`src/verilog/ahb_matrix_params.svh`:
```
`ifndef AHB_MATRIX_PARAMS_SVH
`define AHB_MATRIX_PARAMS_SVH

// --------------------------------------------------------------------------
// device slots on the matrix
// --------------------------------------------------------------------------
`define AHB_DEVICE_COUNT      4
`define DEV_BOOT_RAM          0
`define DEV_RAM               1
`define DEV_GPIO              2
`define DEV_DEFAULT           3

// physical address map, upper address bits compared per region
`define BOOT_RAM_MATCH        7'h7f     // haddr[28:22], base 0x1fc00000
`define RAM_MATCH             3'b000    // haddr[28:26], base 0x00000000
`define GPIO_MATCH            7'h7e     // haddr[28:22], base 0x1f800000

`define BOOT_RAM_ADDR_WIDTH   10        // 1 KB
`define RAM_ADDR_WIDTH        12        // 4 KB

// board i/o
`define N_SWITCHES            16
`define N_BUTTONS             5
`define N_RED_LEDS            18
`define N_GREEN_LEDS          9

`define GPIO_SWITCHES_OFFSET  4'h0
`define GPIO_BUTTONS_OFFSET   4'h4
`define GPIO_RED_LEDS_OFFSET  4'h8
`define GPIO_GREEN_LEDS_OFFSET 4'hc

`endif

```
`src/verilog/ahb_pkg.sv`:
```
`include "ahb_matrix_params.svh"

package ahb_pkg;

    typedef logic [31:0] ahb_word_t;

    typedef enum logic [1:0] {
        IDLE   = 2'b00,
        BUSY   = 2'b01,
        NONSEQ = 2'b10,
        SEQ    = 2'b11
    } ahb_trans_e;

    typedef enum logic {
        OKAY  = 1'b0,
        ERROR = 1'b1
    } ahb_resp_e;

    // address-phase control from the master, burst/prot/lock are not decoded
    typedef struct packed {
        ahb_word_t  haddr;
        ahb_trans_e htrans;
        logic [2:0] hsize;
        logic       hwrite;
        logic [2:0] hburst;
        logic [3:0] hprot;
        logic       hmastlock;
    } ahb_addr_phase_t;

    typedef struct packed {
        ahb_word_t  hrdata;
        logic       hreadyout;
        ahb_resp_e  hresp;
    } ahb_slave_resp_t;

    // one-hot, bit order given by the DEV_* slots
    typedef logic [`AHB_DEVICE_COUNT-1:0] dev_sel_t;

endpackage

```
`src/verilog/ahb_slave_select.sv`:
```
`timescale 1ns/1ps
`include "ahb_matrix_params.svh"

module ahb_slave_select (
    input  logic                    HCLK,
    input  logic                    HRESETn,
    input  ahb_pkg::ahb_word_t      haddr,
    input  ahb_pkg::ahb_slave_resp_t slave_resp [`AHB_DEVICE_COUNT],
    output ahb_pkg::dev_sel_t       hsel,
    output ahb_pkg::ahb_word_t      hrdata,
    output logic                    hready,
    output ahb_pkg::ahb_resp_e      hresp
);
    import ahb_pkg::*;

    localparam dev_sel_t SEL_DEFAULT = dev_sel_t'(1) << `DEV_DEFAULT;

    dev_sel_t        req_sel;    // decoded from the current address
    dev_sel_t        data_sel;   // owner of the data phase
    ahb_slave_resp_t owner_resp;

    // --------------------------------------------------------------------------
    // address decode, bits 31:29 are not looked at so segments alias
    // --------------------------------------------------------------------------
    always_comb begin
        req_sel = '0;
        if (haddr[28:22] == `BOOT_RAM_MATCH) begin
            req_sel[`DEV_BOOT_RAM] = 1'b1;
        end else if (haddr[28:22] == `GPIO_MATCH) begin
            req_sel[`DEV_GPIO] = 1'b1;
        end else if (haddr[28:26] == `RAM_MATCH) begin
            req_sel[`DEV_RAM] = 1'b1;
        end else begin
            req_sel[`DEV_DEFAULT] = 1'b1;  // nothing mapped here
        end
    end

    // a stalled data phase keeps the address phase pointed at the same slave
    assign hsel = hready ? req_sel : data_sel;

    always_ff @(posedge HCLK) begin
        if (!HRESETn) begin
            data_sel <= SEL_DEFAULT;
        end else if (hready) begin
            data_sel <= hsel;                // phase change
        end
    end

    // --------------------------------------------------------------------------
    // response mux
    // --------------------------------------------------------------------------
    always_comb begin
        casez (data_sel)
            4'b???1: owner_resp = slave_resp[`DEV_BOOT_RAM];
            4'b??10: owner_resp = slave_resp[`DEV_RAM];
            4'b?100: owner_resp = slave_resp[`DEV_GPIO];
            default: owner_resp = slave_resp[`DEV_DEFAULT];
        endcase
    end

    assign hrdata = owner_resp.hrdata;
    assign hready = owner_resp.hreadyout;   // only the data-phase owner can stall
    assign hresp  = owner_resp.hresp;

endmodule

```
`config.mk`:
```
export PLATFORM = sky130hd
export DESIGN_NAME = ahb_slave_select
export DESIGN_NICKNAME = d
export VERILOG_FILES = /design/src/verilog/ahb_pkg.sv /design/src/verilog/ahb_slave_select.sv
export VERILOG_INCLUDE_DIRS = /design/src /design/src/verilog
export SDC_FILE = /design/constraint.sdc
export NUM_CORES = 1
export LEC_CHECK = 0
export ABC_AREA = 1
export BUFFER_PORTS_ARGS = -buffer_cell sky130_fd_sc_hd__buf_2
export CORE_MARGIN = 10
export CORE_UTILIZATION = 27
export CTS_BUF_LIST = sky130_fd_sc_hd__clkbuf_16
export DETAILED_ROUTE_END_ITERATION = 10
export PLACE_DENSITY = 0.88
export SLEW_MARGIN = 20
export SYNTH_ARGS = -nofsm -noshare
export SYNTH_HDL_FRONTEND = slang
export SYNTH_SLANG_ARGS = --single-unit
```
`constraint.sdc`:
```
create_clock -name HCLK -period 1.4 [get_ports HCLK]
set_input_delay 0.07 -clock HCLK [delete_from_list [all_inputs] [get_ports HCLK]]
set_output_delay 0.07 -clock HCLK [all_outputs]
set_load 0.03 [all_outputs]
```
==> flow_metrics.env, run 1 <==
export IMPL_relSlewSlack_pct=89.8
export IMPL_comb_power_share_pct=88.7
export IMPL_antenna_cells=0
export IMPL_crit_type="reg2out"
export IMPL_firstDrtPassIters=4
export IMPL_area_growth_syn_to_layout_pct=131
export IMPL_syn_inst=245
export IMPL_finalNonFillerCells=485
export IMPL_cap_viol_max_count=0
export IMPL_ys_ff_latch=4
export IMPL_port_buffers=182
export IMPL_fin_ws_ns=-0.188
export IMPL_fin_crit_ns=1.59
export IMPL_core_sq_mm=0.00412
export IMPL_pin_count=208
export IMPL_die_h_um=86
export IMPL_antenna_found_initial=0
export IMPL_dp_slack_ns=-0.00867
export IMPL_worst_slew_pin_slew_ns=0.153
export IMPL_cts_sinks=4
export IMPL_cts_tree="done"
export IMPL_status="complete, but fails checks"
export IMPL_first_iter_violations=77
export IMPL_reg_largest_list="data_sel x4"
export IMPL_violations="setup timing"
export IMPL_drc=0
export IMPL_setup_viol=37
export IMPL_die_area_sq_mm=0.00740
export IMPL_wirelength_um=7800
export IMPL_dp_cells=476
export IMPL_hpwl_um=6080
export IMPL_cpMostUsedCell="nor2_8"
export IMPL_clk_latency_ns=0.23
export IMPL_synth_nets=415
export IMPL_yosys_warnings=0
export IMPL_ys_seq_area_share_pct=6.81
export IMPL_grt_usage_pct=17.9
export IMPL_max_freq_mhz=630
export IMPL_skew_ns=0.00129
export IMPL_hold_viol=0
export IMPL_layout_worst_path_cycle_share_pct=113
export IMPL_p_sw_uw=3010
export IMPL_clk_path_buf_depth=2
export IMPL_wire_per_inst_um=16.1
export IMPL_top_register="data_sel"
export IMPL_largest_reg_flops=4
export IMPL_gp_congestion=0.775
export IMPL_path_clk_slew_ns=0.03
export IMPL_ys_types=18
export IMPL_maxSlewViolCount=0
export IMPL_routed_via_count=2324
export IMPL_crit_chain="nor2_8 > inv_4 > nor2_8 > buf_12 > clkbuf_16 > nand2_1 > nand4_1 > buf_6"
export IMPL_startpoint_type="flop"
export IMPL_hold_path_class="in2reg"
export IMPL_slowest_delay_ns=0.36
export IMPL_p_int_uw=2760
export IMPL_p_sw_share_pct=52.1
export IMPL_nNetsFinal=607
export IMPL_cts_buffers=3
export IMPL_power_frac_clock_pct=7.8
export IMPL_fill_cells=349
export IMPL_die_width_um=86
export IMPL_finalSetupTns_ns=-3.63
export IMPL_rsz0062_at_grt="yes"
export IMPL_overflow=0
export IMPL_power_density_mw_per_mm2=2120
export IMPL_cpMaxStageDelayCell="dfxtp_4"
export IMPL_syn_area_per_cell_sq_um=4.80
export IMPL_viasPerCell=4.79
export IMPL_grt_pass1_vias=2285
export IMPL_htreeDepth=1
export IMPL_ant_nets=0
export IMPL_root_buffer="clkbuf_16"
export IMPL_hold_buffers=0
export IMPL_arrival_ns=1.52
export IMPL_p_leak_uw=0.00155
export IMPL_vdd_ir_drop_worst_v=0.00174
export IMPL_grt_max_degree=22
export IMPL_num_rows=23
export IMPL_syn_area_sq_mm=0.00118
export IMPL_end_kind="primary output"
export IMPL_path_max_fanout=10
export IMPL_grt_pass1_wl_um=11200
export IMPL_seqPwrFrac_pct=3.5
export IMPL_critical_path_required_ns=1.33
export IMPL_drive_above_1_share_pct=54.5
export IMPL_initial_utilization_pct=28.6
## cells in the final DEF, fill, tap and decap left out, drive strengths merged
cell type | Yosys | routed
dfxtp | 4 | 4
nand2 | 141 | 141
nand4 | 25 | 25
a21oi | 9 | 9
clkbuf | 3 | 5
nor2 | 12 | 12
nand3 | 18 | 18
inv | 22 | 22
buf | 10 | 198
o21ai | 1 | 1
## timing repair
item                                    CTS  global route
resized for setup                        66            40
endpoints found under the setup margin   38            37
pin swaps                                 0            10
cloned                                    0             3
setup buffers                             0             3
## path summary, 6_finish.rpt
check	from	to	slack, ns	cells past startpoint
hold reg to reg	data_sel[3]	data_sel[3]	0.51	2
setup reg to reg	data_sel[0]	data_sel[2]	0.22	8
hold / removal	HRESETn	data_sel[3]	0.06	2
setup / recovery	data_sel[0]	hrdata[0]	-0.19	8
## kinds of logic (layout without fill, tap and decap cells)
| kind of cell | after synthesis | after routing | share of synthesized area, % |
|---|---|---|---|
| AOI/OAI and AO/OA | 10 | 10 | 4.57 |
| DFF | 4 | 4 | 6.81 |
| and+or+nand+nor | 196 | 196 | 74.7 |
| buffers and inverters | 35 | 225 | 13.9 |
## power groups by stage
stage	Combinational [uW]	Sequential (uW)	Clock, uW
after floorplan	2570	186	0
after detailed placement	3810	194	0
after CTS	4450	199	458
after global placement	3770	191	0
after global routing	5450	207	466
final	5120	202	451
## area by class of cell
class                   count  area [sq um]  area share, %
repair buffers            200          1400           51.7
clock buffers               3          75.1           2.76
flip-flops and latches      4          87.6           3.23
inverters                  22          85.1           3.13
multi-input cells         206          1000           36.9
well taps                  50          62.6           2.30
## metrics by stage
stage	hold WS (ns)	utilization, %	power (uW)	cell area (sq um)
floorplan	0.154	-	2760	1180
global placement	0.271	53.8	3960	2210
detailed placement	0.288	53.8	4010	2210
CTS	0.0538	60.4	5110	2490
global route	0.0715	66.0	6130	2720
finish	0.0586	66.0	5770	2720
## worst max-delay path: cells and delay by family (launching register included)
| family | cells | cell delay [ns] |
|---|---|---|
| and+or+nand+nor | 4 | 0.44 |
| buffers and inverters | 4 | 0.48 |
| DFF | 1 | 0.36 |
## routing by layer
metal  wire [um]  GRT usage, %  share of wire [%]
met5           0             0                  0
met4          75          3.74               0.96
met3         833          5.20                 11
met2        4190          34.1                 54
met1        2700          18.8                 35
## synth_stat cells (all sizes together)
cell,n,area (sq um)
nor2,12,92.6
nand2,141,534
inv,22,85.1
o21ai,1,8.76
nand3,18,95.1
a21oi,9,45.0
nand4,25,156
clkbuf,3,11.3
dfxtp,4,80.1
buf,10,67.6
No activity file was read; power rests on OpenSTA's default activity.
==> run 2, diff against run 1 <==
==> constraint.sdc (replaced) <==
create_clock -name HCLK -period 1.4 [get_ports HCLK]
set_input_delay 0.21 -clock HCLK [delete_from_list [all_inputs] [get_ports HCLK]]
set_output_delay 0.21 -clock HCLK [all_outputs]
set_load 0.03 [all_outputs]
==> run 2 against run 1 <==
  * The flow still finishes with violations (setup timing)
  * Fmax shrank 8.7%
  * Routed wire length grew 4.6%
  * Critical path depth grew 1
  * First-iteration DRC count grew 57%
  * Clock skew grew 0.0015 ns
  * Final area shrank 0.60%
  * Global-route usage grew 1.5 points
  * Combinational power shrank 0.8%
  * Sequential power grew 11%
  * Register-to-register slack lost 0.17 ns
  * Critical path type unchanged
  * Critical endpoint is now hsel[1]
==> flow_metrics.env, run 2 (synthesis results as in run 1) <==
export IMPL_critical_path_required_ns=1.19
export IMPL_crit_cells=9
export IMPL_arrival_ns=1.53
export IMPL_pin_count=208
export IMPL_viasPerCell=4.88
export IMPL_p_sw_uw=3070
export IMPL_layout_worst_path_cycle_share_pct=124
export IMPL_htreeDepth=1
export IMPL_dp_cells=478
export IMPL_grt_usage_pct=19.4
export IMPL_cap_viol_max_count=0
export IMPL_power_density_mw_per_mm2=2130
export IMPL_crit_family="buffers and inverters"
export IMPL_power_frac_clock_pct=7.9
export IMPL_layout_commonest_cell="buf_2"
export IMPL_drc=0
export IMPL_root_buffer="clkbuf_16"
export IMPL_p_leak_uw=0.00156
export IMPL_crit_chain="nor2_8 > buf_4 > o21ai_2 > nand3_2 > buf_6 > nand3_1 > nand2_1 > inv_1 > buf_6"
export IMPL_die_h_um=86
export IMPL_endpoint="hsel[1]"
export IMPL_met1_usage_pct=19.9
export IMPL_r2r_cells=9
export IMPL_ant_nets=0
export IMPL_antenna_found_initial=0
export IMPL_grtUsageMet2_pct=36.7
export IMPL_cpMostUsedCell="buf_6"
export IMPL_die_width_um=86
export IMPL_path_clk_slew_ns=0.03
export IMPL_grt_pass1_wl_um=11900
export IMPL_routed_via_count=2371
export IMPL_hpwl_um=6370
export IMPL_top_register="data_sel"
export IMPL_crit_start="data_sel[0]"
export IMPL_first_iter_violations=121
export IMPL_reg_largest_list="data_sel x4"
export IMPL_clk_path_buf_depth=2
export IMPL_p_int_uw=2680
export IMPL_hold_path_class="in2reg"
export IMPL_antenna_cells=0
export IMPL_startpoint_type="flop"
export IMPL_path_max_fanout=4
export IMPL_port_buffers=182
export IMPL_crit_type="reg2out"
export IMPL_vdd_ir_drop_worst_v=0.00130
export IMPL_max_freq_mhz=575
export IMPL_cpMaxStageDelayCell="dfxtp_4"
export IMPL_path_buf_inv=4
export IMPL_finalNonFillerCells=486
export IMPL_grt_pass1_vias=2379
export IMPL_slowest_delay_ns=0.40
export IMPL_busiest_layer="met2"
export IMPL_nNetsFinal=608
export IMPL_cts_tree="done"
export IMPL_overflow=0
export IMPL_maxSlewViolCount=0
export IMPL_core_sq_mm=0.00412
export IMPL_worst_slew_pin_slew_ns=0.167
export IMPL_num_rows=23
export IMPL_firstDrtPassIters=4
export IMPL_hold_viol=0
export IMPL_seqPwrFrac_pct=3.9
export IMPL_rr_endpoint="data_sel[1]"
export IMPL_rsz0062_at_grt="yes"
export IMPL_die_area_sq_mm=0.00740
export IMPL_status="complete, but fails checks"
export IMPL_final_cell_mix="buf_2 (144), nand2_1 (133), buf_6 (42)"
export IMPL_r2r_start="data_sel[0]"
export IMPL_initial_utilization_pct=28.6
export IMPL_grt_met3_usage_pct=4.73
export IMPL_largest_reg_flops=4
export IMPL_drive_above_1_share_pct=56.7
export IMPL_gp_congestion=0.793
export IMPL_hold_ws_ns=0.197
export IMPL_cts_buffers=3
export IMPL_area_growth_syn_to_layout_pct=129
export IMPL_setup_viol=38
export IMPL_relSlewSlack_pct=88.8
export IMPL_wire_per_inst_um=16.8
export IMPL_skew_ns=0.00276
export IMPL_comb_power_share_pct=88.2
export IMPL_p_sw_share_pct=53.4
export IMPL_cts_sinks=4
export IMPL_violations="setup timing"
export IMPL_rrSetupSlack_ns=0.05
export IMPL_grt_max_degree=31
export IMPL_hold_buffers=0
export IMPL_end_kind="primary output"
export IMPL_finalSetupTns_ns=-8.57
export IMPL_fin_ws_ns=-0.340
export IMPL_fin_crit_ns=1.74
export IMPL_clk_latency_ns=0.23
export IMPL_wirelength_um=8160
==> run 2: worst register-to-register path, stage by stage (launching register included) <==
cell,delay (ns)
dfxtp_4,0.40
nor2_8,0.05
buf_4,0.14
o21ai_2,0.06
nand3_2,0.14
buf_6,0.15
nand3_1,0.07
nand2_1,0.08
buf_4,0.13
nor2_1,0.07
==> run 2: per-layer routing <==
layer	part of all wire (%)	vias up
met2	55	131
met4	2.3	0
met3	9.4	18
li1	-	1161
met1	33	1061
met5	0	-
==> run 2: repair_timing <==
| item | in CTS | in global routing |
|---|---|---|
| setup endpoints to repair | 38 | 38 |
| pin swaps | 1 | 2 |
| gates resized for setup | 82 | 21 |
| setup buffers | 4 | 2 |
==> run 2: power groups by stage <==
| stage | clock, uW | combinational [uW] | sequential [uW] |
|---|---|---|---|
| after floorplan | 0 | 2640 | 192 |
| after global placement | 0 | 3880 | 213 |
| after detailed placement | 0 | 3930 | 215 |
| after CTS | 459 | 4790 | 219 |
| after global routing | 471 | 5440 | 229 |
| final | 453 | 5080 | 225 |
==> run 2: worst min-delay path by stage <==
stage | startpoint | endpoint | slack (ns) | cells past startpoint
floorplan | HRESETn | data_sel[3] | 0.29 | 1
global route | HRESETn | data_sel[3] | 0.21 | 2
detailed placement | HRESETn | data_sel[3] | 0.42 | 2
global placement | HRESETn | data_sel[3] | 0.41 | 2
finish | HRESETn | data_sel[3] | 0.20 | 2
CTS | HRESETn | data_sel[3] | 0.19 | 2
==> run 2: through the flow <==
step / power, uW / instance area [sq um] / setup WS (ns) / utilization [%]
final: 5760 / 2700 / -0.340 / 65.6
after global routing: 6140 / 2700 / -0.382 / 65.6
after detailed placement: 4140 / 2240 / -0.0812 / 54.5
after floorplan: 2830 / 1210 / -0.0366 / -
after global placement: 4090 / 2240 / -0.0572 / 54.5
after CTS: 5470 / 2600 / -0.273 / 63.2
==> run 2: cell type report <==
cell class,count,area (sq um)
timing repair buffer,201,1360
clock buffer,3,75.1
tap,50,62.6
multi-input combinational,206,1030
inverter,22,85.1
fill,333,1420
sequential,4,88.8
