===== src/verilog/ahb_matrix_params.svh =====
`ifndef AHB_MATRIX_PARAMS_SVH
`define AHB_MATRIX_PARAMS_SVH

// --------------------------------------------------------------------------
// device slots on the matrix
// --------------------------------------------------------------------------
`define AHB_DEVICE_COUNT      4
`define DEV_BOOT_RAM          0
`define DEV_RAM               1
`define DEV_GPIO              2
`define DEV_DEFAULT           3

// physical address map, upper address bits compared per region
`define BOOT_RAM_MATCH        7'h7f     // haddr[28:22], base 0x1fc00000
`define RAM_MATCH             3'b000    // haddr[28:26], base 0x00000000
`define GPIO_MATCH            7'h7e     // haddr[28:22], base 0x1f800000

`define BOOT_RAM_ADDR_WIDTH   10        // 1 KB
`define RAM_ADDR_WIDTH        12        // 4 KB

// board i/o
`define N_SWITCHES            16
`define N_BUTTONS             5
`define N_RED_LEDS            18
`define N_GREEN_LEDS          9

`define GPIO_SWITCHES_OFFSET  4'h0
`define GPIO_BUTTONS_OFFSET   4'h4
`define GPIO_RED_LEDS_OFFSET  4'h8
`define GPIO_GREEN_LEDS_OFFSET 4'hc

`endif


===== src/verilog/ahb_pkg.sv =====
`include "ahb_matrix_params.svh"

package ahb_pkg;

    typedef logic [31:0] ahb_word_t;

    typedef enum logic [1:0] {
        IDLE   = 2'b00,
        BUSY   = 2'b01,
        NONSEQ = 2'b10,
        SEQ    = 2'b11
    } ahb_trans_e;

    typedef enum logic {
        OKAY  = 1'b0,
        ERROR = 1'b1
    } ahb_resp_e;

    // address-phase control from the master, burst/prot/lock are not decoded
    typedef struct packed {
        ahb_word_t  haddr;
        ahb_trans_e htrans;
        logic [2:0] hsize;
        logic       hwrite;
        logic [2:0] hburst;
        logic [3:0] hprot;
        logic       hmastlock;
    } ahb_addr_phase_t;

    typedef struct packed {
        ahb_word_t  hrdata;
        logic       hreadyout;
        ahb_resp_e  hresp;
    } ahb_slave_resp_t;

    // one-hot, bit order given by the DEV_* slots
    typedef logic [`AHB_DEVICE_COUNT-1:0] dev_sel_t;

endpackage


===== src/verilog/ahb_gpio_slave.sv =====
`timescale 1ns/1ps
`include "ahb_matrix_params.svh"

module ahb_gpio_slave (
    input  logic                      HCLK,
    input  logic                      HRESETn,
    input  logic                      hsel,
    input  logic                      hready,
    input  ahb_pkg::ahb_addr_phase_t  bus_req,
    input  ahb_pkg::ahb_word_t        hwdata,
    output ahb_pkg::ahb_slave_resp_t  resp,
    input  logic [`N_SWITCHES-1:0]    io_switches,
    input  logic [`N_BUTTONS-1:0]     io_buttons,
    output logic [`N_RED_LEDS-1:0]    io_red_leds,
    output logic [`N_GREEN_LEDS-1:0]  io_green_leds
);
    import ahb_pkg::*;

    logic       active;
    logic [3:0] offset_q;        // word-aligned register offset
    logic       write_q;
    ahb_word_t  rdata;

    assign active = hsel & hready &
                    ((bus_req.htrans == NONSEQ) | (bus_req.htrans == SEQ));

    always_ff @(posedge HCLK) begin
        if (active) begin
            offset_q <= {bus_req.haddr[3:2], 2'b00};
        end
    end

    // --------------------------------------------------------------------------
    // write path, only the leds are writable
    // --------------------------------------------------------------------------
    always_ff @(posedge HCLK) begin
        if (!HRESETn) begin
            write_q       <= 1'b0;
            io_red_leds   <= '0;
            io_green_leds <= '0;
        end else begin
            write_q <= active & bus_req.hwrite;
            if (write_q) begin
                case (offset_q)
                    `GPIO_RED_LEDS_OFFSET:   io_red_leds   <= hwdata[`N_RED_LEDS-1:0];
                    `GPIO_GREEN_LEDS_OFFSET: io_green_leds <= hwdata[`N_GREEN_LEDS-1:0];
                    default: ;                       // inputs ignore writes
                endcase
            end
        end
    end

    always_comb begin
        case (offset_q)
            `GPIO_SWITCHES_OFFSET:   rdata = ahb_word_t'(io_switches);
            `GPIO_BUTTONS_OFFSET:    rdata = ahb_word_t'(io_buttons);
            `GPIO_RED_LEDS_OFFSET:   rdata = ahb_word_t'(io_red_leds);
            default:                 rdata = ahb_word_t'(io_green_leds);
        endcase
    end

    assign resp = '{hrdata: rdata, hreadyout: 1'b1, hresp: OKAY};

endmodule


===== config.mk =====
export PLATFORM = sky130hd
export DESIGN_NAME = ahb_gpio_slave
export DESIGN_NICKNAME = d
export VERILOG_FILES = /design/src/verilog/ahb_pkg.sv /design/src/verilog/ahb_gpio_slave.sv
export VERILOG_INCLUDE_DIRS = /design/src /design/src/verilog
export SDC_FILE = /design/constraint.sdc
export NUM_CORES = 1
export LEC_CHECK = 0
export BUFFER_PORTS_ARGS = -buffer_cell sky130_fd_sc_hd__buf_2
export CORE_AREA = 4 4 73 75
export DETAILED_ROUTE_END_ITERATION = 16
export DIE_AREA = 0 0 77 79
export GPL_TIMING_DRIVEN = 0
export PLACE_DENSITY = 0.85
export SLEW_MARGIN = 10
export SYNTH_ARGS = -nofsm -noshare
export SYNTH_HDL_FRONTEND = slang
export SYNTH_SLANG_ARGS = --single-unit

===== constraint.sdc =====
create_clock -name HCLK -period 2.1 [get_ports HCLK]
set_clock_uncertainty 0.2 [all_clocks]
set_input_delay 0.42 -clock HCLK [delete_from_list [all_inputs] [get_ports HCLK]]
set_output_delay 0.42 -clock HCLK [all_outputs]
set_load 0.02 [all_outputs]

==> flow_metrics.tcl, run 1 <==
set metrics [dict create \
    status "finished with violations" \
    violations "negative setup slack" \
    core-area_um2 4661 \
    startpoint_type "flop" \
    hold_path_class "input pin to flop" \
    syn_inst 166 \
    clkLatencyLatePin_ns 0.28 \
    clock_path_buffers 2 \
    place_congestion 0.7618 \
    hpwlAfterDp_um 3751 \
    synth_area_um2 1615 \
    max_freq_mhz 466.7 \
    final-setup-viol-count 9 \
    crit_chain "buf_6 -> mux4_2 -> buf_2" \
    worstSetupEndpointType "output port" \
    drtAntennaViolNets 0 \
    rsz0062_at_grt "yes" \
    finalWorstSetupSlack_ns -0.04293 \
    min_period_ns 2.143 \
    antenna_found_initial 0 \
    io_pins 164 \
    drv_slew 0 \
    num_antenna_cells 0 \
    avgSynthCellArea_um2 9.731 \
    max-vdd-ir-drop_uv 219.6 \
    drive_gt1_frac 0.4786 \
    grt_overflow 0 \
    grt_pass1_wl_um 7590 \
    critPathKind "flop to output port" \
    portBuffers 90 \
    cp_data_required_time_ns 1.48 \
    multi_input_area_um2 843.3 \
    wl_um 4844 \
    cts_tree "built" \
    wl_per_cell_um 14.50 \
    fp.dieW_um 77 \
    p_leak_nw 1.259 \
    detail_route.vias_per_cell 4.551 \
    htreeDepth 2 \
    start_util 0.3466 \
    n_fill_cell 455 \
    die_area_um2 6083 \
    track_usage 0.1640 \
    final_hold_viol_count 0 \
    grt_start_max_net_pins 11 \
    synth-seq-area-share 0.3842 \
    clock_sinks 30 \
    path_clk_slew_ns 0.06 \
    die_y_um 79 \
    yosysUniqueCellTypes 17 \
    cp_max_fo 10 \
    fin_util 0.4999 \
    cts_buffers 5 \
    nets 382 \
    drt-initial-drc-count 27 \
    cpPeakStageDelay_ns 0.51 \
    root_buffer "clkbuf_8" \
    power.density_nw_per_um2 547.5 \
    slowest_stage "mux4_2" \
    seq_area_um2 620.6 \
    ys_ff_latch 30 \
    vias 1520 \
    num_rows 25 \
    fin_crit_sh 1.020 \
    timing.critical_path.arrival_ns 1.52 \
    drc_errors 0 \
    place_ws_ns 0.1129 \
    drtPass1Iterations 4 \
    yosysWarnings 0 \
    grt_pass1_vias 1576 \
    area_growth_pct 44.23 \
    maxCapViolCount 0 \
]
[synthesized netlist by cell type]
library cell  instances  area (um2)
clkbuf_1              3       11.26
buf_6                 2       22.52
mux2i_1              34       340.3
conb_1                2       7.510
nor2_1                8       30.03
buf_4                19       142.6
and3_1                2       12.51
buf_2                 3       15.01
mux4_2                5       112.6
edfxtp_1              2       60.06
nand2_1              45       168.9
dfxtp_1              28       560.5
buf_12                1       20.02
and3b_1               3       26.28
nand3_1               1       5.000
a22o_1                4       35.03
mux2_2                4       45.04
[registers in the layout (all words and copies together) (netlist names)]
signal / flops
io_green_leds: 9
io_red_leds: 18
write_q: 1
offset_q: 2
[worst max-delay path, delay by kind of cell, from the launching register on]
| kind | cells | cell delay [ns] |
|---|---|---|
| buffers and inverters | 2 | 0.36 |
| DFF | 1 | 0.37 |
| muxes | 1 | 0.51 |
[layout by cell type, fill, tap and decap left out, types with 5 or more instances in the layout]
cell type,n
dfxtp_1,28
conb_1,16
buf_4,23
buf_2,89
nand2_1,45
clkbuf_8,6
nor2_1,7
mux2i_1,34
mux4_2,5
[where the power goes]
group / total [W] / internal, W / switching (W)
clock: 0.000476 / 0.000264 / 0.000212
combinational: 0.000217 / 0.000100 / 0.000116
sequential: 0.000583 / 0.000580 / 0.00000316
[repair_timing]
| item | CTS | global route |
|---|---|---|
| hold buffers | 0 | 0 |
| buffers inserted | 2 | 0 |
| cloned | 0 | 0 |
| resized for setup | 5 | 6 |
| endpoints found under the setup margin | 14 | 15 |
[final timing paths]
check | slack (ns) | start | cells after the start | to
max | -0.04 | offset_q[2] | 3 | resp[5]
min | 0.11 | bus_req[16] | 1 | offset_q[2]
max reg2reg | 0.52 | offset_q[2] | 5 | io_red_leds[2]
min reg2reg | 0.27 | io_red_leds[3] | 2 | io_red_leds[3]
[metrics by stage]
step                      total power [W]  area, um2  hold WS [ns]  setup TNS [ns]  instances
after detailed placement        0.0008041       2186        0.2613               0        324
after CTS                        0.001294       2311        0.1059         -0.4189        334
after global routing             0.001351       2330       0.09906         -0.8720        334
final                            0.001276       2330        0.1129         -0.2649        334
after global placement          0.0007995       2186        0.2543               0        324
after floorplan                 0.0007288       1668        0.3189               0        180
[final cells by class]
class	instances	share of cell area
plain buffers	28	0.09936
clock buffers	7	0.03706
clock inverters	1	0.002148
multi-input cells	122	0.3620
flip-flops and latches	30	0.2664
well taps	54	0.02900
repair buffers	92	0.2041
[routing by layer]
metal / global-route usage / part of all wire / vias up
li1: - / - / 753
met1: 0.1804 / 0.39 / 690
met2: 0.2936 / 0.52 / 72
met3: 0.05556 / 0.078 / 5
met4: 0.06050 / 0.014 / 0
met5: 0 / 0 / -
[cell families (layout without fill, tap and decap cells)]
kind of cell    Yosys count  in the layout  synth area share
other cells               2             16          0.004649
flops                    30             30            0.3842
compound gates            4              4           0.02169
simple gates             59             59            0.1503
buf+inv                  28            128            0.1309
mux                      43             43            0.3083
No activity file was read; power rests on OpenSTA's default activity.
==> run 2: changes to the inputs <==
Settings changed: ABC_AREA set to 1, CORE_AREA 4 4 73 75 to 4 4 75 77, DIE_AREA 0 0 77 79 to 0 0 79 81, PLACE_DENSITY 0.85 to 0.83.
==> run 2 against run 1 <==
- the run now ends clean
- total power fell by 1.6%
- routed wire length increased by 7.7%
- synthesized cell count grew 57%
- global-route usage decreased by 0.61 points
- flip-flop and latch count did not move
- die area rose by 5.2%
- core utilization rose by 0.71 points
- via count up 25%
- sequential share of layout area shrank 2.2 points
- combinational power rose by 11%
- critical path type unchanged
==> flow_metrics.tcl, run 2 <==
set metrics [dict create \
    status "finished, final reports clean" \
    grt_start_max_net_pins 11 \
    vias 1897 \
    grt_pass1_wl_um 7872 \
    final-setup-viol-count 0 \
    drtPass1Iterations 4 \
    clkLatencyLatePin_ns 0.27 \
    maxCapViolCount 0 \
    cts_tree "built" \
    seq_area_um2 620.6 \
    cp_data_required_time_ns 1.48 \
    num_rows 26 \
    synth_compound_area_frac 0.03858 \
    synthMuxAreaShare 0 \
    drt-initial-drc-count 60 \
    clock_path_buffers 2 \
    max-vdd-ir-drop_uv 312.4 \
    top_register "io_red_leds" \
    post_dp_cell_area_um2 2277 \
    die_y_um 81 \
    ys_async_sr_fraction 0 \
    drv_slew 0 \
    drc_errors 0 \
    syn_inst 260 \
    rsz0062_at_grt "yes" \
    final_common_cell "buf_2" \
    synth_fa_ha_area_frac 0 \
    netlist_top_cells_count "76 x nand2_1, 57 x nor2_1, 28 x dfxtp_1, 28 x inv_1, 19 x buf_4" \
    synth_edf_count 2 \
    wl_per_cell_um 11.67 \
    track_usage 0.1579 \
    area_growth_pct 50.59 \
    max_freq_mhz 482.2 \
    slowest_stage "edfxtp_1" \
    cts_buffers 5 \
    final_cell_mix "82 x buf_2, 66 x nand2_1, 57 x nor2_1" \
    synth_simple_gate_area_frac 0.3961 \
    stdcell_area_um2 2540 \
    htreeDepth 2 \
    finalWorstSetupSlack_ns 0.02622 \
    synth_top_area_cell "dfxtp_1" \
    grt_overflow 0 \
    synth-main-ff-cell "dfxtp_1" \
    synth_area_um2 1687 \
    start_util 0.3367 \
    cp_max_fo 5 \
    min_period_ns 2.074 \
    setup.worst_path.start "offset_q[3]" \
    worstReg2RegStart "offset_q[3]" \
    yosysWarnings 0 \
    path_clk_slew_ns 0.06 \
    multi_input_area_um2 838.3 \
    drtAntennaViolNets 0 \
    place_ws_ns 0.1718 \
    synth.most_common_cell "nand2_1" \
    portBuffers 90 \
    p_leak_nw 1.467 \
    top_regs "io_red_leds x18, io_green_leds x9, offset_q x2" \
    crit_chain "buf_6 -> nor2_4 -> buf_12 -> nand2_1 -> o211ai_1 -> buf_4" \
    synth_top_cell_area_share 0.3323 \
    nets 479 \
    yosysUniqueCellTypes 18 \
    synth_top_family_by_area "simple AND/OR/NAND/NOR gates" \
    synth-seq-area-share 0.3680 \
    avgSynthCellArea_um2 6.487 \
    worstSetupEndpointType "output port" \
    drive_gt1_frac 0.3979 \
    timing.critical_path.arrival_ns 1.45 \
    fp.dieW_um 79 \
    grt_pass1_vias 1787 \
    final_hold_viol_count 0 \
    ys_ff_latch 30 \
    hpwlAfterDp_um 3891 \
    path_delay_family "buffers and inverters" \
    cpPeakStageDelay_ns 0.39 \
    wl_um 5215 \
    holdWs_ns 0.1172 \
    hold_path_class "input pin to flop" \
    num_antenna_cells 0 \
    n_fill_cell 531 \
    core-area_um2 5010 \
    startpoint_type "flop" \
    place_congestion 0.7603 \
    clock_sinks 30 \
    min-delay-start "bus_req[17]" \
    r2r_slack_ns 0.54 \
    critPathKind "flop to output port" \
    die_area_um2 6399 \
    synth-xor-area-share 0 \
    antenna_found_initial 0 \
    ys_top_cells_by_area "dfxtp_1 33%, nand2_1 17%, nor2_1 13%" \
    detail_route.vias_per_cell 4.244 \
    crit_buf_inv 3 \
    io_pins 164 \
    root_buffer "clkbuf_8" \
    largest_reg_flops 18 \
    fin_crit_sh 0.9875 \
    power.density_nw_per_um2 494.3 \
]
run 2: final cells by class:
class / instances / area share
Sequential cell: 30 / 0.2443
Multi-Input combinational cell: 185 / 0.3300
Inverter: 31 / 0.04877
Clock buffer: 6 / 0.02857
Buffer: 28 / 0.08424
Tap cell: 70 / 0.03448
Clock inverter: 2 / 0.003448
Timing Repair Buffer: 95 / 0.2261
run 2: timing repair:
item / 4_1_cts / 5_1_grt
setup endpoints to repair: 12 / 16
cloned: 0 / 1
hold buffers: 0 / 0
pin swaps: 2 / 5
buffers inserted: 3 / 1
hold endpoints to repair: 0 / 0
resized for setup: 8 / 38
run 2: worst paths after layout:
check	endpoint	cells past startpoint
worst max-delay path	resp[8]	6
worst min-delay path	offset_q[3]	1
worst max register to register	io_green_leds[7]	7
worst min register to register	io_green_leds[3]	4
run 2: kinds of logic (layout without fill, tap and decap cells):
kind of cell           after synthesis  after routing
buffers and inverters               59            162
and+or+nand+nor                    158            158
AOI/OAI and AO/OA                   11             11
DFF                                 30             30
other                                2             16
run 2: per-stage QoR:
step / total power [W] / utilization / setup TNS, ns / instances
floorplan: 0.0007242 / - / 0 / 274
global placement: 0.0007989 / 0.4545 / 0 / 434
detailed placement: 0.0008012 / 0.4545 / 0 / 434
CTS: 0.001253 / 0.4843 / -0.001094 / 445
global route: 0.001322 / 0.5070 / -0.5952 / 447
finish: 0.001256 / 0.5070 / 0 / 447
run 2: where the power goes:
group          switching (W)  internal, W  total [W]
Clock               0.000202     0.000227   0.000429
Sequential        0.00000361     0.000581   0.000585
Combinational       0.000135     0.000106   0.000241
run 2: layer usage:
layer | part of all wire | vias up | track usage
li1 | - | 985 | -
met1 | 0.42 | 833 | 0.1863
met2 | 0.50 | 77 | 0.2828
met3 | 0.073 | 2 | 0.04656
met4 | 0.0023 | 0 | 0.03608
met5 | 0 | - | 0
==> run 3: changes to the inputs <==
Settings changed: PLACE_DENSITY 0.83 to 0.76, SLEW_MARGIN 10 to not set.
==> run 3 against run 2 <==
- non-clock buffer count decreased by 1
- critical path depth unchanged
- die area unchanged
- count of clock-buffer cells in the layout unchanged
- maximum frequency grew 0.92%
- global-route usage fell by 0.44 points
- critical path type unchanged
==> flow_metrics.tcl, run 3 (synthesized netlist as in run 2, its figures left out) <==
set metrics [dict create \
    area_growth_pct 46.51 \
    path_clk_slew_ns 0.06 \
    worstReg2RegStart "offset_q[2]" \
    top_regs "io_red_leds x18, io_green_leds x9, offset_q x2" \
    setup.worst_path.start "offset_q[2]" \
    final_hold_viol_count 0 \
    num_rows 26 \
    power_w 0.001247 \
    fin_crit_sh 0.9785 \
    reg2regPathDepth 7 \
    place_congestion 0.7605 \
    drive_gt1_frac 0.3670 \
    portBuffers 90 \
    drc_errors 0 \
    holdWs_ns 0.1164 \
    worstSetupEndpoint "resp[9]" \
    cts_buffers 5 \
    die_area_um2 6399 \
    top_register "io_red_leds" \
    final_cell_mix "80 x buf_2, 75 x nand2_1, 57 x nor2_1" \
    num_antenna_cells 0 \
    grt_overflow 0 \
    drtPass1Iterations 4 \
    placed_cells 434 \
    max-vdd-ir-drop_uv 227.1 \
    fin_cells 446 \
    worstSetupEndpointType "output port" \
    grt_pass1_wl_um 7686 \
    cp_max_fo 6 \
    grt_start_max_net_pins 11 \
    min_period_ns 2.055 \
    power.density_nw_per_um2 504.6 \
    root_buffer "clkbuf_8" \
    max_freq_mhz 486.7 \
    status "finished, final reports clean" \
    r2r_slack_ns 0.52 \
    drt-initial-drc-count 94 \
    clock_sinks 30 \
    rsz0062_at_grt "yes" \
    start_util 0.3367 \
    track_usage 0.1535 \
    detail_route.vias_per_cell 4.195 \
    fp.dieW_um 79 \
    final_common_cell "buf_2" \
    drtAntennaViolNets 0 \
    critPathKind "flop to output port" \
    cp_data_required_time_ns 1.48 \
    maxCapViolCount 0 \
    grt_pass1_vias 1696 \
    clkLatencyLatePin_ns 0.28 \
    hold_path_class "input pin to flop" \
    timing.critical_path.arrival_ns 1.43 \
    die_y_um 81 \
    wl_per_cell_um 11.24 \
    reg2reg_to "io_green_leds[7]" \
    p_leak_nw 1.438 \
    vias 1871 \
    wl_um 5011 \
    n_fill_cell 551 \
    drv_slew 0 \
    core-area_um2 5010 \
    nets 478 \
    startpoint_type "flop" \
    htreeDepth 2 \
    io_pins 164 \
    final-setup-viol-count 0 \
    clock_path_buffers 2 \
    antenna_found_initial 0 \
    hpwlAfterDp_um 3797 \
    cts_tree "built" \
    largest_reg_flops 18 \
]
[run 3: cell count changes in the layout (fill, tap and decap cells not counted), sizes merged]
cell and delta:
buf -1
[run 3: power breakdown]
part / internal, W / switching [W] / leakage (nW)
Clock: 0.000227 / 0.000209 / 0.0426
Combinational: 0.000100 / 0.000126 / 1.15
Sequential: 0.000581 / 0.00000355 / 0.244
[run 3: worst max-delay path, stage by stage (launching register included)]
cell	delay, ns
edfxtp_1	0.40
buf_6	0.16
nor2_4	0.16
buf_12	0.13
nand2_1	0.05
o211ai_1	0.09
buf_4	0.17
[run 3: layout make-up]
| class | count | area, um2 | share of cell area |
|---|---|---|---|
| tap | 70 | 87.58 | 0.03544 |
| timing repair buffer | 94 | 540.5 | 0.2187 |
| buffer | 28 | 214.0 | 0.08658 |
| clock buffer | 6 | 72.57 | 0.02937 |
| clock inverter | 2 | 8.758 | 0.003544 |
| multi-input combinational | 185 | 803.3 | 0.3251 |
| inverter | 31 | 123.9 | 0.05013 |
| sequential | 30 | 620.6 | 0.2511 |
[run 3: per-stage QoR]
stage	util	setup WS [ns]	area, um2	setup TNS (ns)
floorplan	-	0.2620	1739	0
global placement	0.4545	0.2067	2277	0
detailed placement	0.4545	0.1947	2277	0
CTS	0.4793	-0.004985	2401	-0.004985
global route	0.4933	-0.04687	2471	-0.2637
finish	0.4933	0.04514	2471	0
[run 3: metal layers]
metal,vias up,share of wire,wire [um],GRT usage
met5,-,0,0,0
met4,0,0.0080,40,0.03608
met3,6,0.091,456,0.04878
met2,75,0.49,2461,0.2727
met1,802,0.41,2052,0.1803
li1,988,-,-,-
[run 3: worst min path at each step]
stage | end | cells past startpoint | slack [ns] | start
floorplan | offset_q[2] | 0 | 0.32 | bus_req[16]
global placement | io_green_leds[3] | 4 | 0.31 | io_green_leds[3]
detailed placement | io_red_leds[10] | 4 | 0.32 | io_red_leds[10]
CTS | offset_q[3] | 1 | 0.11 | bus_req[17]
global route | offset_q[3] | 1 | 0.11 | bus_req[17]
finish | offset_q[3] | 1 | 0.12 | bus_req[17]
[run 3: repair_timing]
item / 4_1_cts / 5_1_grt
buffers inserted: 3 / 1
setup endpoints to repair: 12 / 16
pin swaps: 2 / 2
gates resized for setup: 2 / 29
hold buffers: 0 / 0
